## config.mk

```make
export PLATFORM = sky130hd
export DESIGN_NAME = dm_csr_top
export DESIGN_NICKNAME = d
export VERILOG_FILES = /design/src/rtl/dm_pkg.sv /design/src/rtl/dm_abstract_regs.sv /design/src/rtl/dm_csr_top.sv /design/src/rtl/dm_dmi_front.sv /design/src/rtl/dm_hart_ctrl.sv
export SDC_FILE = /design/constraint.sdc
export NUM_CORES = 1
export LEC_CHECK = 0
export BUFFER_PORTS_ARGS = -buffer_cell sky130_fd_sc_hd__buf_2
export CORE_MARGIN = 2
export CORE_UTILIZATION = 50
export DETAILED_ROUTE_END_ITERATION = 7
export PLACE_DENSITY = 0.78
export SLEW_MARGIN = 40
export SYNTH_ARGS = -nofsm -noshare
export SYNTH_HDL_FRONTEND = slang
export SYNTH_SLANG_ARGS = --single-unit
```

## constraint.sdc

```tcl
create_clock -name clk_i -period 5 [get_ports clk_i]
set_input_delay 1.5 -clock clk_i [delete_from_list [all_inputs] [get_ports clk_i]]
set_output_delay 1.5 -clock clk_i [all_outputs]
set_load 0.1 [all_outputs]
```

## src/rtl/dm_pkg.sv

```systemverilog
// debug module package: sizes, DMI register map, field layouts and error codes
package dm_pkg;

  // --------------------------------------------------
  // sizes
  // --------------------------------------------------
  localparam int unsigned NrHarts    = 4;
  localparam int unsigned DataCount  = 2;
  // version 2 is debug spec 0.13
  localparam logic [3:0]  DbgVersion = 4'd2;

  typedef logic [6:0]         dmi_addr_t;
  typedef logic [31:0]        word_t;
  typedef logic [9:0]         hartsel_t;
  typedef logic [NrHarts-1:0] hart_vec_t;

  // --------------------------------------------------
  // register map
  // --------------------------------------------------
  localparam dmi_addr_t AddrData0      = 7'h04;
  localparam dmi_addr_t AddrDmControl  = 7'h10;
  localparam dmi_addr_t AddrDmStatus   = 7'h11;
  localparam dmi_addr_t AddrAbstractCs = 7'h16;
  localparam dmi_addr_t AddrCommand    = 7'h17;

  typedef enum logic [1:0] {
    DtmNop   = 2'd0,
    DtmRead  = 2'd1,
    DtmWrite = 2'd2
  } dtm_op_e;

  typedef enum logic [2:0] {
    CmdErrNone         = 3'd0,
    CmdErrBusy         = 3'd1,
    CmdErrNotSupported = 3'd2,
    CmdErrException    = 3'd3,
    CmdErrHaltResume   = 3'd4,
    CmdErrBus          = 3'd5,
    CmdErrOther        = 3'd7
  } cmderr_e;

  // --------------------------------------------------
  // channel and register layouts
  // --------------------------------------------------
  typedef struct packed {
    dmi_addr_t addr;
    word_t     data;
    dtm_op_e   op;
  } dmi_req_t;

  typedef struct packed {
    word_t      data;
    logic [1:0] resp;
  } dmi_resp_t;

  typedef struct packed {
    logic       haltreq;
    logic       resumereq;
    logic       hartreset;
    logic       ackhavereset;
    logic       zero1;
    logic       hasel;
    hartsel_t   hartsello;
    logic [9:0] hartselhi;
    logic [1:0] zero0;
    logic       setresethaltreq;
    logic       clrresethaltreq;
    logic       ndmreset;
    logic       dmactive;
  } dmcontrol_t;

  typedef struct packed {
    logic [8:0] zero1;
    logic       impebreak;
    logic [1:0] zero0;
    logic       allhavereset;
    logic       anyhavereset;
    logic       allresumeack;
    logic       anyresumeack;
    logic       allnonexistent;
    logic       anynonexistent;
    logic       allunavail;
    logic       anyunavail;
    logic       allrunning;
    logic       anyrunning;
    logic       allhalted;
    logic       anyhalted;
    logic       authenticated;
    logic       authbusy;
    logic       hasresethaltreq;
    logic       confstrptrvalid;
    logic [3:0] version;
  } dmstatus_t;

  typedef struct packed {
    logic [2:0]  zero3;
    logic [4:0]  progbufsize;
    logic [10:0] zero2;
    logic        busy;
    logic        zero1;
    cmderr_e     cmderr;
    logic [3:0]  zero0;
    logic [3:0]  datacount;
  } abstractcs_t;

  // accepted DMI request as seen by the register blocks
  typedef struct packed {
    logic      valid;
    logic      write;
    dmi_addr_t addr;
    word_t     data;
  } csr_req_t;

endpackage

```

## src/rtl/dm_abstract_regs.sv

```systemverilog
// abstract command registers: data, command, abstractcs and cmderr tracking
module dm_abstract_regs (
  input  logic                                  clk_i,
  input  logic                                  rst_ni,
  input  dm_pkg::csr_req_t                      csr_req_i,
  output dm_pkg::word_t                         rdata_o,
  input  logic                                  dmactive_i,
  input  logic                                  cmdbusy_i,
  input  logic                                  cmderror_valid_i,
  input  dm_pkg::cmderr_e                       cmderror_i,
  input  dm_pkg::word_t [dm_pkg::DataCount-1:0] data_i,
  input  logic                                  data_valid_i,
  output dm_pkg::word_t [dm_pkg::DataCount-1:0] data_o,
  output logic                                  cmd_valid_o,
  output dm_pkg::word_t                         cmd_o
);

  dm_pkg::word_t [dm_pkg::DataCount-1:0] data_d, data_q;
  dm_pkg::cmderr_e     cmderr_d, cmderr_q;
  dm_pkg::word_t       command_d, command_q;
  logic                cmd_valid_d, cmd_valid_q;
  dm_pkg::abstractcs_t abstractcs;
  dm_pkg::abstractcs_t acs_wdata;
  dm_pkg::dmi_addr_t   data_off;

  logic [$clog2(dm_pkg::DataCount)-1:0] data_idx;
  logic data_hit;
  logic acs_hit;
  logic cmd_hit;
  logic req_rd;
  logic req_wr;
  logic busy;
  logic busy_err;

  // --------------------------------------------------
  // address decode
  // --------------------------------------------------
  // addresses below Data0 wrap to large offsets and miss
  assign data_off = csr_req_i.addr - dm_pkg::AddrData0;
  assign data_idx = data_off[$clog2(dm_pkg::DataCount)-1:0];
  assign data_hit = csr_req_i.valid & (data_off < dm_pkg::dmi_addr_t'(dm_pkg::DataCount));
  assign acs_hit  = csr_req_i.valid & (csr_req_i.addr == dm_pkg::AddrAbstractCs);
  assign cmd_hit  = csr_req_i.valid & (csr_req_i.addr == dm_pkg::AddrCommand);
  assign req_rd   = csr_req_i.valid & ~csr_req_i.write;
  assign req_wr   = csr_req_i.valid & csr_req_i.write;

  assign acs_wdata = dm_pkg::abstractcs_t'(csr_req_i.data);

  // a command counts as running from its issue pulse on
  assign busy     = cmdbusy_i | cmd_valid_q;
  assign busy_err = busy & (data_hit | (req_wr & (acs_hit | cmd_hit)));

  always_comb begin
    data_d      = data_q;
    cmderr_d    = cmderr_q;
    command_d   = command_q;
    cmd_valid_d = 1'b0;
    if (busy_err) begin
      // first error sticks
      if (cmderr_q == dm_pkg::CmdErrNone) begin
        cmderr_d = dm_pkg::CmdErrBusy;
      end
    end else if (req_wr) begin
      if (data_hit) begin
        data_d[data_idx] = csr_req_i.data;
      end
      if (acs_hit) begin
        // write one to clear
        cmderr_d = dm_pkg::cmderr_e'(cmderr_q & ~acs_wdata.cmderr);
      end
      if (cmd_hit) begin
        command_d   = csr_req_i.data;
        cmd_valid_d = 1'b1;
      end
    end
    // errors from the hart win over the DMI side
    if (cmderror_valid_i) begin
      cmderr_d = cmderror_i;
    end
    if (data_valid_i) begin
      data_d = data_i;
    end
  end

  // --------------------------------------------------
  // read back
  // --------------------------------------------------
  always_comb begin
    abstractcs           = '0;
    abstractcs.datacount = 4'(dm_pkg::DataCount);
    abstractcs.busy      = busy;
    abstractcs.cmderr    = cmderr_q;
  end

  always_comb begin
    rdata_o = '0;
    if (req_rd) begin
      if (data_hit) begin
        rdata_o = data_q[data_idx];
      end else if (acs_hit) begin
        rdata_o = abstractcs;
      end
    end
  end

  assign data_o      = data_q;
  assign cmd_o       = command_q;
  assign cmd_valid_o = cmd_valid_q;

  always_ff @(posedge clk_i or negedge rst_ni) begin
    if (!rst_ni) begin
      data_q      <= '0;
      cmderr_q    <= dm_pkg::CmdErrNone;
      command_q   <= '0;
      cmd_valid_q <= 1'b0;
    end else if (!dmactive_i) begin
      data_q      <= '0;
      cmderr_q    <= dm_pkg::CmdErrNone;
      command_q   <= '0;
      cmd_valid_q <= 1'b0;
    end else begin
      data_q      <= data_d;
      cmderr_q    <= cmderr_d;
      command_q   <= command_d;
      cmd_valid_q <= cmd_valid_d;
    end
  end

  a_cmd_valid_pulse: assert property (@(posedge clk_i) disable iff (!rst_ni)
    cmd_valid_o |=> !cmd_valid_o);

endmodule

```

## src/rtl/dm_csr_top.sv

```systemverilog
// debug module register block top: DMI front end, hart control and abstract registers
module dm_csr_top (
  input  logic                                  clk_i,
  input  logic                                  rst_ni,
  // DMI channel
  input  logic                                  dmi_req_valid_i,
  input  dm_pkg::dmi_req_t                      dmi_req_i,
  output logic                                  dmi_req_ready_o,
  output logic                                  dmi_resp_valid_o,
  output dm_pkg::dmi_resp_t                     dmi_resp_o,
  input  logic                                  dmi_resp_ready_i,
  // hart status
  input  dm_pkg::hart_vec_t                     halted_i,
  input  dm_pkg::hart_vec_t                     unavailable_i,
  input  dm_pkg::hart_vec_t                     resumeack_i,
  // hart requests
  output dm_pkg::hart_vec_t                     haltreq_o,
  output dm_pkg::hart_vec_t                     resumereq_o,
  output logic                                  clear_resumeack_o,
  output logic                                  ndmreset_o,
  output logic                                  dmactive_o,
  // abstract commands
  input  logic                                  cmdbusy_i,
  input  logic                                  cmderror_valid_i,
  input  dm_pkg::cmderr_e                       cmderror_i,
  input  dm_pkg::word_t [dm_pkg::DataCount-1:0] data_i,
  input  logic                                  data_valid_i,
  output dm_pkg::word_t [dm_pkg::DataCount-1:0] data_o,
  output logic                                  cmd_valid_o,
  output dm_pkg::word_t                         cmd_o
);

  dm_pkg::csr_req_t csr_req;
  dm_pkg::word_t    ctrl_rdata;
  dm_pkg::word_t    abs_rdata;

  dm_dmi_front u_dmi_front (
    .clk_i            (clk_i),
    .rst_ni           (rst_ni),
    .dmi_req_valid_i  (dmi_req_valid_i),
    .dmi_req_i        (dmi_req_i),
    .dmi_req_ready_o  (dmi_req_ready_o),
    .dmi_resp_valid_o (dmi_resp_valid_o),
    .dmi_resp_o       (dmi_resp_o),
    .dmi_resp_ready_i (dmi_resp_ready_i),
    .csr_req_o        (csr_req),
    .ctrl_rdata_i     (ctrl_rdata),
    .abs_rdata_i      (abs_rdata)
  );

  dm_hart_ctrl u_hart_ctrl (
    .clk_i             (clk_i),
    .rst_ni            (rst_ni),
    .csr_req_i         (csr_req),
    .rdata_o           (ctrl_rdata),
    .halted_i          (halted_i),
    .unavailable_i     (unavailable_i),
    .resumeack_i       (resumeack_i),
    .haltreq_o         (haltreq_o),
    .resumereq_o       (resumereq_o),
    .clear_resumeack_o (clear_resumeack_o),
    .ndmreset_o        (ndmreset_o),
    .dmactive_o        (dmactive_o)
  );

  dm_abstract_regs u_abstract_regs (
    .clk_i            (clk_i),
    .rst_ni           (rst_ni),
    .csr_req_i        (csr_req),
    .rdata_o          (abs_rdata),
    .dmactive_i       (dmactive_o),
    .cmdbusy_i        (cmdbusy_i),
    .cmderror_valid_i (cmderror_valid_i),
    .cmderror_i       (cmderror_i),
    .data_i           (data_i),
    .data_valid_i     (data_valid_i),
    .data_o           (data_o),
    .cmd_valid_o      (cmd_valid_o),
    .cmd_o            (cmd_o)
  );

endmodule

```

## src/rtl/dm_dmi_front.sv

```systemverilog
// DMI front end: request accept, read data merge and two-entry response FIFO
module dm_dmi_front (
  input  logic              clk_i,
  input  logic              rst_ni,
  input  logic              dmi_req_valid_i,
  input  dm_pkg::dmi_req_t  dmi_req_i,
  output logic              dmi_req_ready_o,
  output logic              dmi_resp_valid_o,
  output dm_pkg::dmi_resp_t dmi_resp_o,
  input  logic              dmi_resp_ready_i,
  output dm_pkg::csr_req_t  csr_req_o,
  input  dm_pkg::word_t     ctrl_rdata_i,
  input  dm_pkg::word_t     abs_rdata_i
);

  logic          accept;
  logic          pop;
  logic          full;
  logic          empty;
  logic          wr_ptr_q;
  logic          rd_ptr_q;
  logic [1:0]    count_q;
  dm_pkg::word_t push_data;
  dm_pkg::word_t mem_q [2];

  // every accepted request pushes exactly one response
  assign accept          = dmi_req_valid_i & dmi_req_ready_o;
  assign dmi_req_ready_o = ~full;

  // nop requests never reach the register blocks
  assign csr_req_o.valid = accept & ((dmi_req_i.op == dm_pkg::DtmRead) |
                                     (dmi_req_i.op == dm_pkg::DtmWrite));
  assign csr_req_o.write = dmi_req_i.op == dm_pkg::DtmWrite;
  assign csr_req_o.addr  = dmi_req_i.addr;
  assign csr_req_o.data  = dmi_req_i.data;

  // blocks return zero for foreign addresses and writes
  assign push_data = ctrl_rdata_i | abs_rdata_i;

  // --------------------------------------------------
  // response FIFO
  // --------------------------------------------------
  assign full             = count_q == 2'd2;
  assign empty            = count_q == 2'd0;
  assign dmi_resp_valid_o = ~empty;
  assign pop              = dmi_resp_valid_o & dmi_resp_ready_i;
  assign dmi_resp_o.data  = mem_q[rd_ptr_q];
  // success code
  assign dmi_resp_o.resp  = 2'b00;

  always_ff @(posedge clk_i or negedge rst_ni) begin
    if (!rst_ni) begin
      wr_ptr_q <= 1'b0;
      rd_ptr_q <= 1'b0;
      count_q  <= 2'd0;
    end else begin
      if (accept) begin
        wr_ptr_q <= ~wr_ptr_q;
      end
      if (pop) begin
        rd_ptr_q <= ~rd_ptr_q;
      end
      case ({accept, pop})
        2'b10:   count_q <= count_q + 2'd1;
        2'b01:   count_q <= count_q - 2'd1;
        default: count_q <= count_q;
      endcase
    end
  end

  always_ff @(posedge clk_i) begin
    if (accept) begin
      mem_q[wr_ptr_q] <= push_data;
    end
  end

  a_no_push_full: assert property (@(posedge clk_i) disable iff (!rst_ni)
    full && !pop |=> full && $stable(wr_ptr_q));
  a_no_pop_empty: assert property (@(posedge clk_i) disable iff (!rst_ni)
    empty && !accept |=> empty && $stable(rd_ptr_q));

endmodule

```

## src/rtl/dm_hart_ctrl.sv

```systemverilog
// dmcontrol and havereset registers, dmstatus view and per-hart request outputs
module dm_hart_ctrl (
  input  logic              clk_i,
  input  logic              rst_ni,
  input  dm_pkg::csr_req_t  csr_req_i,
  output dm_pkg::word_t     rdata_o,
  input  dm_pkg::hart_vec_t halted_i,
  input  dm_pkg::hart_vec_t unavailable_i,
  input  dm_pkg::hart_vec_t resumeack_i,
  output dm_pkg::hart_vec_t haltreq_o,
  output dm_pkg::hart_vec_t resumereq_o,
  output logic              clear_resumeack_o,
  output logic              ndmreset_o,
  output logic              dmactive_o
);

  dm_pkg::dmcontrol_t dmcontrol_d, dmcontrol_q;
  dm_pkg::dmcontrol_t wdata;
  dm_pkg::dmstatus_t  dmstatus;
  dm_pkg::hart_vec_t  havereset_d, havereset_q;

  logic [$clog2(dm_pkg::NrHarts)-1:0] sel_idx;
  logic [$clog2(dm_pkg::NrHarts)-1:0] ack_idx;
  logic sel_exists;
  logic ack_exists;
  logic ctrl_wr;
  logic sel_halted;
  logic sel_running;
  logic sel_unavail;

  assign wdata   = dm_pkg::dmcontrol_t'(csr_req_i.data);
  assign ctrl_wr = csr_req_i.valid & csr_req_i.write &
                   (csr_req_i.addr == dm_pkg::AddrDmControl);

  // hart currently selected
  assign sel_idx    = dmcontrol_q.hartsello[$clog2(dm_pkg::NrHarts)-1:0];
  assign sel_exists = dmcontrol_q.hartsello < dm_pkg::hartsel_t'(dm_pkg::NrHarts);
  // ackhavereset applies to the hart named in the same write
  assign ack_idx    = wdata.hartsello[$clog2(dm_pkg::NrHarts)-1:0];
  assign ack_exists = wdata.hartsello < dm_pkg::hartsel_t'(dm_pkg::NrHarts);

  // --------------------------------------------------
  // dmcontrol and havereset next state
  // --------------------------------------------------
  always_comb begin
    dmcontrol_d = dmcontrol_q;
    if (ctrl_wr) begin
      dmcontrol_d = wdata;
    end
    // auto-clear once the selected hart acknowledges
    if (dmcontrol_q.resumereq && sel_exists && resumeack_i[sel_idx]) begin
      dmcontrol_d.resumereq = 1'b0;
    end
    dmcontrol_d.hartreset       = 1'b0;
    dmcontrol_d.ackhavereset    = 1'b0;
    dmcontrol_d.zero1           = 1'b0;
    dmcontrol_d.hasel           = 1'b0;
    dmcontrol_d.hartselhi       = '0;
    dmcontrol_d.zero0           = '0;
    dmcontrol_d.setresethaltreq = 1'b0;
    dmcontrol_d.clrresethaltreq = 1'b0;
    // inactive module keeps nothing but dmactive itself
    if (!dmcontrol_d.dmactive) begin
      dmcontrol_d = '0;
    end

    havereset_d = havereset_q;
    if (ctrl_wr && wdata.ackhavereset && ack_exists) begin
      havereset_d[ack_idx] = 1'b0;
    end
    if (dmcontrol_q.ndmreset) begin
      havereset_d = '1;
    end
  end

  assign clear_resumeack_o = ctrl_wr & ~dmcontrol_q.resumereq & dmcontrol_d.resumereq;

  // --------------------------------------------------
  // dmstatus for the selected hart
  // --------------------------------------------------
  assign sel_unavail = sel_exists & unavailable_i[sel_idx];
  assign sel_halted  = sel_exists & halted_i[sel_idx] & ~unavailable_i[sel_idx];
  assign sel_running = sel_exists & ~halted_i[sel_idx] & ~unavailable_i[sel_idx];

  always_comb begin
    dmstatus                = '0;
    dmstatus.version        = dm_pkg::DbgVersion;
    // no authentication
    dmstatus.authenticated  = 1'b1;
    dmstatus.allnonexistent = ~sel_exists;
    dmstatus.anynonexistent = ~sel_exists;
    dmstatus.allhavereset   = sel_exists & havereset_q[sel_idx];
    dmstatus.anyhavereset   = sel_exists & havereset_q[sel_idx];
    dmstatus.allresumeack   = sel_exists & resumeack_i[sel_idx];
    dmstatus.anyresumeack   = sel_exists & resumeack_i[sel_idx];
    dmstatus.allunavail     = sel_unavail;
    dmstatus.anyunavail     = sel_unavail;
    dmstatus.allhalted      = sel_halted;
    dmstatus.anyhalted      = sel_halted;
    dmstatus.allrunning     = sel_running;
    dmstatus.anyrunning     = sel_running;
  end

  always_comb begin
    rdata_o = '0;
    if (csr_req_i.valid && !csr_req_i.write) begin
      case (csr_req_i.addr)
        dm_pkg::AddrDmControl: rdata_o = dmcontrol_q;
        dm_pkg::AddrDmStatus:  rdata_o = dmstatus;
        default:               rdata_o = '0;
      endcase
    end
  end

  // one-hot requests towards the selected hart
  always_comb begin
    haltreq_o   = '0;
    resumereq_o = '0;
    if (sel_exists) begin
      haltreq_o[sel_idx]   = dmcontrol_q.haltreq;
      resumereq_o[sel_idx] = dmcontrol_q.resumereq;
    end
  end

  assign ndmreset_o = dmcontrol_q.ndmreset;
  assign dmactive_o = dmcontrol_q.dmactive;

  always_ff @(posedge clk_i or negedge rst_ni) begin
    if (!rst_ni) begin
      dmcontrol_q <= '0;
      havereset_q <= '1;
    end else begin
      dmcontrol_q <= dmcontrol_d;
      havereset_q <= havereset_d;
    end
  end

  // a halt request only ever reaches one hart, and only while active
  a_haltreq_onehot: assert property (@(posedge clk_i) disable iff (!rst_ni)
    $onehot0(haltreq_o) && (haltreq_o == '0 || dmactive_o));

endmodule

```

# [Yosys cells after proc, flatten, opt, wreduce, memory -nomap -nowiden]
# Memories as Yosys holds them, arrays and structs flattened.
# Index checks and enable logic that the tools add are counted.
# W data, S select, Z words.
[totals] regBits=140 mem_bits_rw=64 input_bits=127 out_inout_bits=144 n_memories=1
[memory_table] name="u_dmi_front.mem_q" words=2 word_bits=32 read_ports=1 rd_ports_with_merged_regs=0 write_ports=1 line_no="dm_dmi_front.sv:24" text="dm_pkg::word_t mem_q [2];"
[classes] add_sub_neg=3 magnitude_cmp=9 n_eq_ne=19 n_mux=51 bitwise_logic=40 n_reduce_logical=16
[ops] operator="$mux W32" n=12
[ops] operator="$mux W64" n=5
[ops] operator="$bwmux W64" n=1
[ops] operator="$pmux W32 S2" n=1
[ops] operator="$demux W32 S1" n=1
[ops] operator="$or A32 B32 Y32" n=1
[ops] operator="$eq A7 B5 Y1 const B" n=4
[ops] operator="$and A1 B1 Y1" n=20
[ops] operator="$lt A10 B3 Y1 const B" n=2
[ops] operator="$mux W3" n=6
[ops] operator="$mux W4" n=4
[ops] operator="$mux W1" n=13
[ops] operator="$mux W13" n=1
[ops] operator="$and A4 B4 Y4" n=3
[ops] operator="$not A1 Y1" n=9
[ops] operator="$reduce_and A3 Y1" n=3
[ops] operator="$bmux W1 S2" n=4
[ops] operator="$logic_and A1 B1 Y1" n=8
[ops] operator="$ne A4 B2 Y1 const B" n=2
[ops] operator="$lt A7 B2 Y1 const B" n=1
[ops] operator="$sub A7 B3 Y7 const B" n=1
[ops] operator="$eq A2 B2 Y1 const B" n=3
[ops] operator="$lt A2 B3 Y1 const B" n=2
[ops] operator="$ne A2 B1 Y1 const B" n=3
[ops] operator="20 further kinds" n=28

# [Depth between registers and ports, before layout]
# Gate-level depths: netlist (run 1).
[logic_depth] ltp_word=12 mapped_depth=9 ltp_nobuf=7

# [Hierarchy]
# A second synthesis (run 1) with hierarchy kept.
[hier_totals] cells_unflattened=765 area_unflattened_um2=9575.4
[by_module_without_submodules] module="dm_abstract_regs" instances=1 cells_per_inst=440 area_each_um2=5272.6 seq_area_each_um2=2502.4
[by_module_without_submodules] module="dm_dmi_front" instances=1 cells_per_inst=194 area_each_um2=3047.9 seq_area_each_um2=2021.9
[by_module_without_submodules] module="dm_hart_ctrl" instances=1 cells_per_inst=131 area_each_um2=1255.0 seq_area_each_um2=455.4

# [Least setup slack after synthesis (run 1)]
# No wires, ideal clock.
[synth_path] kind="input to output" startpoint="input port dmi_req_i[0] in the netlist's numbering" endpoint="output port clear_resumeack_o" t_arrival_ps=3696 t_required_ps=3500 setup_slack_ps=-196 stages=6 path_buffers=0 cell_sequence="inv_1 -> ha_1 -> and2b_1 -> and3_1 -> nand4_1 -> nor2_1"
[synth_via] elab_chain_len=9 elab_cells_between_ends=11 cone_classes="eq/ne: 2; mux: 3; bitwise: 6"
[synth_lines] item="start, declared" line_no="dm_csr_top.sv:7" text="input dm_pkg::dmi_req_t dmi_req_i,"
[synth_lines] item="$eq A2 B1 Y1 / $eq A2 B2 Y1 (equally long branches)" line_no="dm_dmi_front.sv:31, dm_dmi_front.sv:32, dm_dmi_front.sv:33"
[synth_lines] item="$or A1 B1 Y1" line_no="dm_dmi_front.sv:31" text="assign csr_req_o.valid = accept & ((dmi_req_i.op == dm_pkg::DtmRead) |"
[synth_lines] item="$and A1 B1 Y1" line_no="dm_dmi_front.sv:31"
[synth_lines] item="$and A1 B1 Y1 * (2 in a row)" line_no="dm_hart_ctrl.sv:32" text="assign ctrl_wr = csr_req_i.valid & csr_req_i.write &"
[synth_lines] item="$mux W32" line_no="dm_hart_ctrl.sv:47" text="if (ctrl_wr) begin"
[synth_lines] item="$mux W1" line_no="dm_hart_ctrl.sv:51" text="if (dmcontrol_q.resumereq && sel_exists && resumeack_i[sel_idx]) begin"
[synth_lines] item="$mux W32" line_no="dm_hart_ctrl.sv:63" text="if (!dmcontrol_d.dmactive) begin"
[synth_lines] item="$and A1 B1 Y1 *" line_no="dm_hart_ctrl.sv:76" text="assign clear_resumeack_o = ctrl_wr & ~dmcontrol_q.resumereq & dmcontrol_d.resumereq;"
[synth_lines] item="end, declared" line_no="dm_csr_top.sv:19" text="output logic clear_resumeack_o,"
# Every way passes the cells marked *; elsewhere a longest branch is shown, timed or not. The select of a mux whose other input is x is not followed.

# [Worst setup path in the final report (run 1)]
# Ends and elaborated chain as after synthesis.

==> reports/metrics.yaml, run 1 <==
yosys_warnings: 0
final_cell_mix: "buf_2, dfrtp_1, a21oi_1, nor2_1, nand2_1"
hold_violations: 0
peakVddDrop_v: 0.000305
ys_seq_area_frac: 0.579
dp_hpwl_mm: 18.1
post-cts-setup-buffer-count: 0
fmax_mhz: 217
final_common_cell: "buf_2"
relSlewSlack: 0.474
ctsHoldBuffers: 0
gp_congestion: 0.906
power.density_mw_per_mm2: 488
postRouteAntennaNets: 0
cp_top_family: "simple AND/OR/NAND/NOR gates"
io_pins: 271
cts_resized: 0
syn_area_mm2: 0.00860
crit_fanout: 4
synth.distinct_cells: 58
synth_cells: 774
crit_slowest_cell: "ha_1"
start_kind: "primary input"
synth_flop_cell: "dfrtp_1"
cts.sinks: 186
die-area_mm2: 0.0183
layout-drive-gt1-share: 0.365
drv_slew: 0
setup_slack_ps: 385
reg2reg_depth: 4
die_h_um: 135
critPathCaptureType: "output pin"
cts_buffers: 17
crit_buf_inv: 3
ctsLongestPathBuffers: 2
setup_viol: 0
status: "completed"
final-instance-count-excl-fill: 1257
critPathArrivalTime_ps: 3120
crit_type: "primary input to output pin"
dieWidth_um: 135
period_needed_ps: 4620
clkTransAtPathRegs_ps: 70
grt_pass1_wl_mm: 38.5
fill_cells: 1350
worstReg2RegStart: "u_dmi_front.count_q[0]"
hp-start: "u_dmi_front.count_q[1]"
holdPathStages: 1
worst_pin_slew_ps: 782
coreArea_mm2: 0.0167
grt_max_degree: 67
routedWlPerCell_um: 20.2
syn2layout_area_growth_pct: 24.5
drtPass1Iterations: 5
drcViolationCount: 0
nets: 1153
worstHoldEndpoint: "u_dmi_front.count_q[1]"
synth_edf_count: 64
root_buffer: "clkbuf_16"
grt_overflow: 0
p_leak_nw: 4.92
tns_ps: 0
placed_cell_area_mm2: 0.0101
synth.avg_cell_area_um2: 11.1
cap_violations: 0
clk-insertion-delay-late_ps: 430
ys_ff_latch: 186
dp.cells: 1222
hp-class: "register to register"
grt_usage: 0.280
antenna_found_initial: 3
register_area_mm2: 0.00498
h-tree-depth: 4
async_flop_share: 0.656
finalCritPeriodShare: 0.923
dp_worst_setup_slack_ps: 393
grt_pass1_vias: 6917
vias: 7226
multi_input_area_mm2: 0.00336
worstPathRequired_ps: 3500
rows: 47
first_iter_violations: 693
cp.depth: 8
r2r_end: "u_dmi_front.mem_q[1][0]"
max_stage_delay_ps: 300
viasPerCell: 5.75
cts_tree: "yes"
reg2reg_slack_ps: 2670
fin_worst_skew_ps: 9.59
design_area_mm2: 0.0107
port_buffers: 268
rsz0062_at_grt: "no"
routed_wl_mm: 25.4
crit_chain: "buf_2 > inv_1 > ha_1 > and2b_1 > and3_1 > nand4_1 > nor2_2 > buf_12"
start_util: 0.515
## layout make-up
| cell class | instances | share of cell area |
|---|---|---|
| sequential | 186 | 0.465 |
| multi-input combinational | 526 | 0.314 |
| timing repair buffer | 282 | 0.139 |
| clock buffer | 17 | 0.0397 |
| tap | 220 | 0.0257 |
| clock inverter | 15 | 0.0127 |
| inverter | 8 | 0.00281 |
| antenna | 3 | 0.000701 |
## cells by family after synthesis
| family | share of synthesized area |
|---|---|
| other | 0.000436 |
| flip-flops | 0.579 |
| XOR/XNOR | 0.00611 |
| buffers and inverters | 0.0345 |
| AND/OR/NAND/NOR | 0.121 |
| AO/OA/AOI/OAI | 0.162 |
| multiplexers | 0.0896 |
| adder cells (fa/ha/maj) | 0.00727 |
## worst max-delay path by stage
stage                                start           endpoint  slack, ps
5_1_grt                       dmi_req_i[0]  clear_resumeack_o        270
3_5_place_dp                  dmi_req_i[0]  clear_resumeack_o        390
3_3_place_gp                  dmi_req_i[0]  clear_resumeack_o        450
2_1_floorplan  u_hart_ctrl.dmcontrol_q[21]     resumereq_o[0]        190
4_1_cts                       dmi_req_i[0]  clear_resumeack_o        400
6_report                      dmi_req_i[0]  clear_resumeack_o        380
## sequential cells by signal (all words and copies together), names as in the netlist, 2 cells and up
signal	count
u_abstract_regs.data_o	64
u_dmi_front.mem_q	64
u_abstract_regs.cmd_o	32
u_hart_ctrl.dmcontrol_q	12
u_hart_ctrl.havereset_q	4
u_abstract_regs.cmderr_q	3
u_dmi_front.count_q	2
## synth_stat cells, drive strengths merged, types with 4 or more instances
cell / n / area [um^2]
a211o: 4 / 35.0
nor2: 97 / 364
a21oi: 98 / 490
mux2i: 32 / 320
nand2: 90 / 338
inv: 8 / 30.0
dfrtp: 118 / 2950
nand2b: 5 / 31.3
clkbuf: 30 / 113
o211ai: 4 / 30.0
mux4: 4 / 90.1
o21ai: 16 / 80.1
edfxtp: 64 / 1920
dfstp: 4 / 105
nor3: 8 / 45.0
mux2: 32 / 360
and3: 4 / 25.0
ha: 5 / 62.6
a41oi: 4 / 35.0
a22o: 12 / 105
buf: 25 / 154
a22oi: 64 / 480
xnor2: 4 / 35.0
## worst register-to-register path, delay by kind of cell, from the launching register on
family,cells,cell delay (ps)
AOI/OAI and AO/OA,1,420
DFF,1,420
and+or+nand+nor,3,1280
## report_power, final
group / internal, mW / switching [mW]
clock network: 0.656 / 0.630
logic: 0.393 / 1.67
registers: 1.77 / 0.108
total: 2.82 / 2.41
## per-stage QoR
step                hold WS [ps]  utilization  power [mW]
detailed placement           493        0.607        3.97
floorplan                    457            -        3.56
CTS                          507        0.640        5.25
finish                       503        0.641        5.22
global route                 534        0.641        5.39
global placement             481        0.605        3.94
## metal layers
metal,vias to the layer above,track usage,wire [um]
met1,3505,0.396,10700
met2,369,0.415,11900
met3,46,0.0722,2210
met4,0,0.116,666
li1,3306,-,-
met5,-,0,0
(Power assumes the default switching activity.)
==> run 2: changes to the inputs <==
==> constraint.sdc (replaced) <==
create_clock -name clk_i -period 5 [get_ports clk_i]
set_input_delay 0.25 -clock clk_i [delete_from_list [all_inputs] [get_ports clk_i]]
set_output_delay 0.25 -clock clk_i [all_outputs]
set_load 0.1 [all_outputs]
==> run 2 against run 1 <==
Compared with the run above:
- clock skew is essentially flat
- non-clock buffer count is the same
- utilization grew 0.12 points
- sequential share of layout area shrank 0.087 points
- wire length grew 0.35%
- total power grew 1.7%
- fmax grew 71%
- clock power grew 6%
- sequential power is essentially flat
- critical path type is now register to output pin
- largest cell class unchanged
- largest power group unchanged
- highest routed layer is now met5
==> reports/metrics.yaml, run 2 (same netlist as run 1, synthesis figures left out) <==
antenna_found_initial: 1  # -2
dp.cells: 1221  # -0.082%
final-instance-count-excl-fill: 1254  # -0.24%
clkTransAtPathRegs_ps: 70  # about the same
start_util: 0.515  # unchanged
hold_violations: 0  # unchanged
status: "completed"
critPathCaptureType: "output pin"
hp-start: "dmi_req_i[13]"
cap_violations: 0  # unchanged
reg2reg_depth: 7  # +3
postRouteAntennaNets: 0  # unchanged
relSlewSlack: 0.483  # +0.00877
grt_usage: 0.282  # +0.00226
vias: 7264  # +0.53%
power_mw: 5.31  # +1.7%
critPathArrivalTime_ps: 2450  # -670 ps
r2r_end: "u_abstract_regs.data_o[27]"
p_int_mw: 2.94  # +4.5%
viasPerCell: 5.79  # +0.77%
cts.sinks: 186  # unchanged
drcViolationCount: 0  # unchanged
layout-drive-gt1-share: 0.361  # -0.00387
final_common_cell: "buf_2"
drv_slew: 0  # unchanged
reg2reg_slack_ps: 2650  # -20 ps
final_util: 0.642  # +0.00120
tns_ps: 0  # unchanged
worstReg2RegStart: "u_hart_ctrl.dmactive_o"
worst_pin_slew_ps: 769  # -13.0 ps
power_frac_seq: 0.352  # -0.007
period_needed_ps: 2700  # -1910 ps
grt_max_degree: 76  # +13%
crit_type: "register to output pin"
root_buffer: "clkbuf_16"
crit_buf_inv: 1  # -2
final_cell_mix: "buf_2, dfrtp_1, a21oi_1, nor2_1, nand2_1"
routedWlPerCell_um: 20.4  # +0.59%
cp_top_family: "simple AND/OR/NAND/NOR gates"
worstHoldEndpoint: "u_abstract_regs.cmd_o[11]"
p_comb_frac: 0.389  # -0.006
antennaDiodeCount: 0  # -3
setup_slack_ps: 2300  # +1910 ps
hp-class: "primary input to register"
register_area_mm2: 0.00498  # unchanged
nets: 1153  # unchanged
start_kind: "register"
first_iter_violations: 664  # -4.2%
rsz0062_at_grt: "no"
die_h_um: 135  # unchanged
dp_hpwl_mm: 18.2  # +0.40%
coreArea_mm2: 0.0167  # unchanged
crit_slowest_cell: "or4_1"
setup_viol: 0  # unchanged
fin_worst_skew_ps: 9.62  # +0.0278 ps
clkPwrFrac: 0.259  # +0.013
placed_cell_area_mm2: 0.0101  # -0.26%
grt_pass1_wl_mm: 39.0  # +1.3%
max_stage_delay_ps: 610  # +310 ps
holdPathStages: 3  # +2
die-area_mm2: 0.0183  # unchanged
worstPathRequired_ps: 4750  # +1250 ps
p_leak_nw: 4.94  # +0.28%
dp_worst_setup_slack_ps: 2450  # +2060 ps
io_pins: 271  # unchanged
cts_buffers: 17  # unchanged
power.density_mw_per_mm2: 495  # +1.5%
grt_overflow: 0  # unchanged
net-switching-power_mw: 2.37  # -1.5%
crit_fanout: 4  # unchanged
peakVddDrop_v: 0.000286  # -6.1%
h-tree-depth: 4  # unchanged
multi_input_area_mm2: 0.00337  # +0.15%
cts_tree: "yes"
hold_ws_ps: 76.0  # -427 ps
crit_chain: "or4_1 > nor2_1 > nand2_1 > nor3_1 > buf_2"
rows: 47  # unchanged
syn2layout_area_growth_pct: 24.7
fill_cells: 1389  # +2.9%
finalCritPeriodShare: 0.540  # -0.383
gp_congestion: 0.924  # +2.0%
design_area_mm2: 0.0107  # +0.19%
swShare: 0.446  # -0.0147
routed_wl_mm: 25.5  # +0.35%
ctsLongestPathBuffers: 2  # unchanged
port_buffers: 268  # unchanged
fmax_mhz: 370  # +71%
grt_pass1_vias: 6858  # -0.85%
dieWidth_um: 135  # unchanged
drtPass1Iterations: 5  # unchanged
clk-insertion-delay-late_ps: 430  # about the same
[run 2: how the worst max path moves through the flow]
| stage | from | cells after the start | endpoint | slack [ps] |
|---|---|---|---|---|
| after CTS | u_hart_ctrl.dmcontrol_q[21] | 5 | resumereq_o[0] | 2270 |
| after global routing | u_hart_ctrl.dmcontrol_q[25] | 5 | haltreq_o[0] | 2130 |
| after floorplan | u_hart_ctrl.dmcontrol_q[21] | 4 | resumereq_o[0] | 1440 |
| final | u_hart_ctrl.dmcontrol_q[21] | 5 | resumereq_o[0] | 2300 |
| after global placement | dmi_req_i[0] | 9 | u_abstract_regs.data_o[38] | 2260 |
| after detailed placement | dmi_req_i[34] | 6 | u_dmi_front.mem_q[0][23] | 2450 |
[run 2: repair_timing]
action / in CTS / in global routing
gates resized for setup: 0 / 0
buffers inserted: 0 / 0
hold buffers: 1 / 0
endpoints found under the hold margin: 74 / 0
[run 2: layer usage]
layer / up-vias / share of wire / track usage
met5: - / 0.00051 / 0
met4: 2 / 0.025 / 0.101
met3: 43 / 0.085 / 0.0606
met2: 376 / 0.47 / 0.430
met1: 3540 / 0.42 / 0.404
li1: 3303 / - / -
[run 2: layout make-up]
| cell class | count | share of cell area |
|---|---|---|
| clock buffers | 22 | 0.0442 |
| clock inverters | 10 | 0.0123 |
| inverters | 8 | 0.00280 |
| multi-input cells | 526 | 0.314 |
| flip-flops and latches | 186 | 0.464 |
| well taps | 220 | 0.0257 |
| repair buffers | 282 | 0.137 |
[run 2: worst register-to-register path: stages, from the launching register on]
cell	delay [ps]
dfrtp_1	470
inv_1	160
buf_4	440
nor2_1	230
o31ai_4	90
buf_4	560
nor2_1	160
a21oi_1	170
[run 2: power by group through the flow]
stage	Sequential (mW)	Combinational, mW	Clock (mW)
after floorplan	2.29	1.27	0
after global placement	1.89	2.05	0
after detailed placement	1.90	2.07	0
after CTS	1.87	2.07	1.39
after global routing	1.89	2.14	1.44
final	1.87	2.07	1.37
==> run 3: changes to the inputs <==
Settings changed: ABC_AREA set to 1, CORE_UTILIZATION 50 to 47, PLACE_DENSITY 0.78 to 0.77.
Clock period 5 ns to 2.4 ns, I/O delays scaled along.
==> run 3 against run 2 <==
Compared with the run above:
- wire length up 12%
- global-route usage down 0.064 points
- clock skew rose by 0.65 ps
- worst setup slack got worse by 2100 ps
==> reports/metrics.yaml, run 3 <==
coreArea_mm2: 0.0187  # +12%
synth_flop_cell: "dfrtp_1"
clkTransAtPathRegs_ps: 70  # about the same
synthTopCellsByArea: "dfrtp_1, edfxtp_1, nand2_1"
drtPass1Iterations: 6  # +1
h-tree-depth: 4  # unchanged
relSlewSlack: 0.488  # +0.00487
async_flop_share: 0.656  # unchanged
grt_pass1_wl_mm: 43.5  # +12%
start_kind: "register"
layout-drive-gt1-share: 0.260  # -0.100
crit_chain: "inv_2 > nand2_4 > nand3_4 > nor2_4 > inv_1 > nor2_2 > nand2_1 > nand2_1 > inv_1 > nor3_4 > buf_12"
reg2reg_slack_ps: 330  # -2320 ps
routed-wl-met3_mm: 2.19  # +1.2%
grt_overflow: 0  # unchanged
p_leak_nw: 5.62  # +14%
setup_viol: 0  # unchanged
worst_pin_slew_ps: 768  # -0.213 ps
status: "completed"
postRouteAntennaNets: 0  # unchanged
top_layer_used: "met4"
cap_violations: 0  # unchanged
hold_ws_ps: 17.5  # -58.5 ps
reg2reg_depth: 8  # +1
clk-insertion-delay-late_ps: 430  # about the same
grt_max_degree: 67  # -12%
syn2layout_area_growth_pct: 26.1
root_buffer: "clkbuf_16"
final_cell_mix: "buf_2, nand2_1, inv_1, dfrtp_1, o21ai_0"
final_common_cell: "buf_2"
max_stage_delay_ps: 380  # -230 ps
power_mw: 10.7  # +100%
die_h_um: 142  # +5.0%
synth_cells: 1060  # +37%
first_iter_violations: 857  # +29%
critPathCaptureType: "output pin"
worstHoldEndpoint: "u_abstract_regs.data_o[35]"
yosys_warnings: 0  # unchanged
worstPathRequired_ps: 2280  # -2470 ps
holdPathStages: 3  # unchanged
met1_length_mm: 12.1  # +13%
power.density_mw_per_mm2: 952  # +92%
synth_top_area_share: 0.330  # -0.0132
dp_hpwl_mm: 20.5  # +13%
hp-start: "data_i[35]"
finalCritPeriodShare: 0.925
final_util: 0.603  # -0.0389
crit_fanout: 4  # unchanged
io_pins: 271  # unchanged
rows: 50  # +6.4%
cts_tree: "yes"
fmax_mhz: 451
ys_seq_area_frac: 0.557  # -0.0223
start_util: 0.478  # -0.0368
synth_most_common_cell: "nand2_1"
rsz0062_at_grt: "no"
vias: 8618  # +19%
hold_violations: 0  # unchanged
final-instance-count-excl-fill: 1575  # +26%
nets: 1459  # +27%
crit_type: "register to output pin"
critPathArrivalTime_ps: 2100  # -350 ps
drv_slew: 0  # unchanged
hp-class: "primary input to register"
synth.distinct_cells: 38  # -34%
routed_wl_mm: 28.6  # +12%
grt_usage: 0.282  # -0.000637
syn_area_mm2: 0.00894  # +4.0%
route.met2.wl_mm: 13.7  # +14%
die-area_mm2: 0.0201  # +10%
routedWlPerCell_um: 18.2  # -11%
drcViolationCount: 0  # unchanged
dp.cells: 1532  # +25%
cts_buffers: 17  # unchanged
crit_slowest_cell: "dfrtp_1"
fin_worst_skew_ps: 10.3  # +0.647 ps
viasPerCell: 5.47  # -5.5%
peakVddDrop_v: 0.000730  # +160%
r2r_end: "u_dmi_front.mem_q[0][11]"
period_needed_ps: 2220
netlist.top_cell.by_area: "dfrtp_1"
ys_ff_latch: 186  # unchanged
tns_ps: 0  # unchanged
antenna_found_initial: 1  # unchanged
ctsLongestPathBuffers: 2  # unchanged
cts.sinks: 186  # unchanged
synth.avg_cell_area_um2: 8.44  # -24%
worstReg2RegStart: "u_dmi_front.count_q[0]"
grt_pass1_vias: 8026  # +17%
dieWidth_um: 142  # +5.0%
gp_congestion: 0.939  # +1.6%
synth_edf_count: 64  # unchanged
port_buffers: 268  # unchanged
synth_commonest_cells: "nand2_1, dfrtp_1, inv_1"
## run 3: cell count changes after synthesis, moves of 12 or more
cell     change
a21oi_1     -53
nand3_1     +45
inv_1      +110
o22ai_1     +24
nand2_1    +160
mux2_2      -32
a22oi_1     -63
a31oi_1     +27
o21ai_0     +91
mux2i_1     -32
a22o_1      -12
nor2_1      +12
o21ai_1     +35
## run 3: power breakdown
| group | internal [mW] | switching (mW) |
|---|---|---|
| logic | 0.654 | 3.70 |
| clock network | 1.39 | 1.20 |
| registers | 3.67 | 0.114 |
## run 3: metrics by stage
step / setup WS (ps) / cell area (um^2)
after CTS: 36.6 / 11200
after global routing: 52.7 / 11300
final: 181 / 11300
after detailed placement: 225 / 10600
after floorplan: 6.57 / 8960
after global placement: 349 / 10600
## run 3: metal layers
| metal | global-route usage | vias up |
|---|---|---|
| met5 | 0 | - |
| met4 | 0.0895 | 0 |
| met3 | 0.0525 | 42 |
| met2 | 0.457 | 432 |
| met1 | 0.386 | 4117 |
| li1 | - | 4027 |
## run 3: worst max path at each step
stage | from | endpoint | slack [ps] | cells after the start
2_1_floorplan | u_hart_ctrl.dmactive_o | u_abstract_regs.data_o[49] | 7 | 7
3_3_place_gp | dmi_req_i[0] | u_abstract_regs.cmd_o[4] | 350 | 13
3_5_place_dp | dmi_req_i[0] | u_abstract_regs.data_o[41] | 230 | 13
4_1_cts | u_dmi_front.count_q[0] | clear_resumeack_o | 40 | 11
5_1_grt | u_dmi_front.count_q[0] | clear_resumeack_o | 50 | 11
6_report | u_dmi_front.count_q[0] | clear_resumeack_o | 180 | 11
## run 3: cell type report
class / count / area [um^2]
Inverter: 123 / 462
Multi-Input combinational cell: 692 / 3270
Clock inverter: 8 / 62.6
Antenna cell: 1 / 2.50
Fill cell: 1657 / 7420
Tap cell: 234 / 293
Timing Repair Buffer: 307 / 1740
Sequential cell: 186 / 4980
Clock buffer: 24 / 472
## run 3: what timing repair did
action / in CTS / in global routing
hold buffers: 8 / 0
setup endpoints to repair: 1 / 1
pin swaps: 0 / 0
hold endpoints to repair: 67 / 0
gates resized for setup: 1 / 3
setup buffers: 0 / 2
## run 3: worst max-delay path, delay by kind of cell, from the launching register on
| kind | cells | cell delay [ps] |
|---|---|---|
| flip-flops | 1 | 380 |
| buffers and inverters | 4 | 410 |
| AND/OR/NAND/NOR | 7 | 900 |
## run 3: kinds of logic after synthesis
logic type,after synthesis,share of synthesized area
AO/OA/AOI/OAI,247,0.150
XOR/XNOR,4,0.00392
adder cells (fa/ha/maj),5,0.00699
buffers and inverters,183,0.0835
flip-flops,186,0.557
other,1,0.000419
AND/OR/NAND/NOR,434,0.198
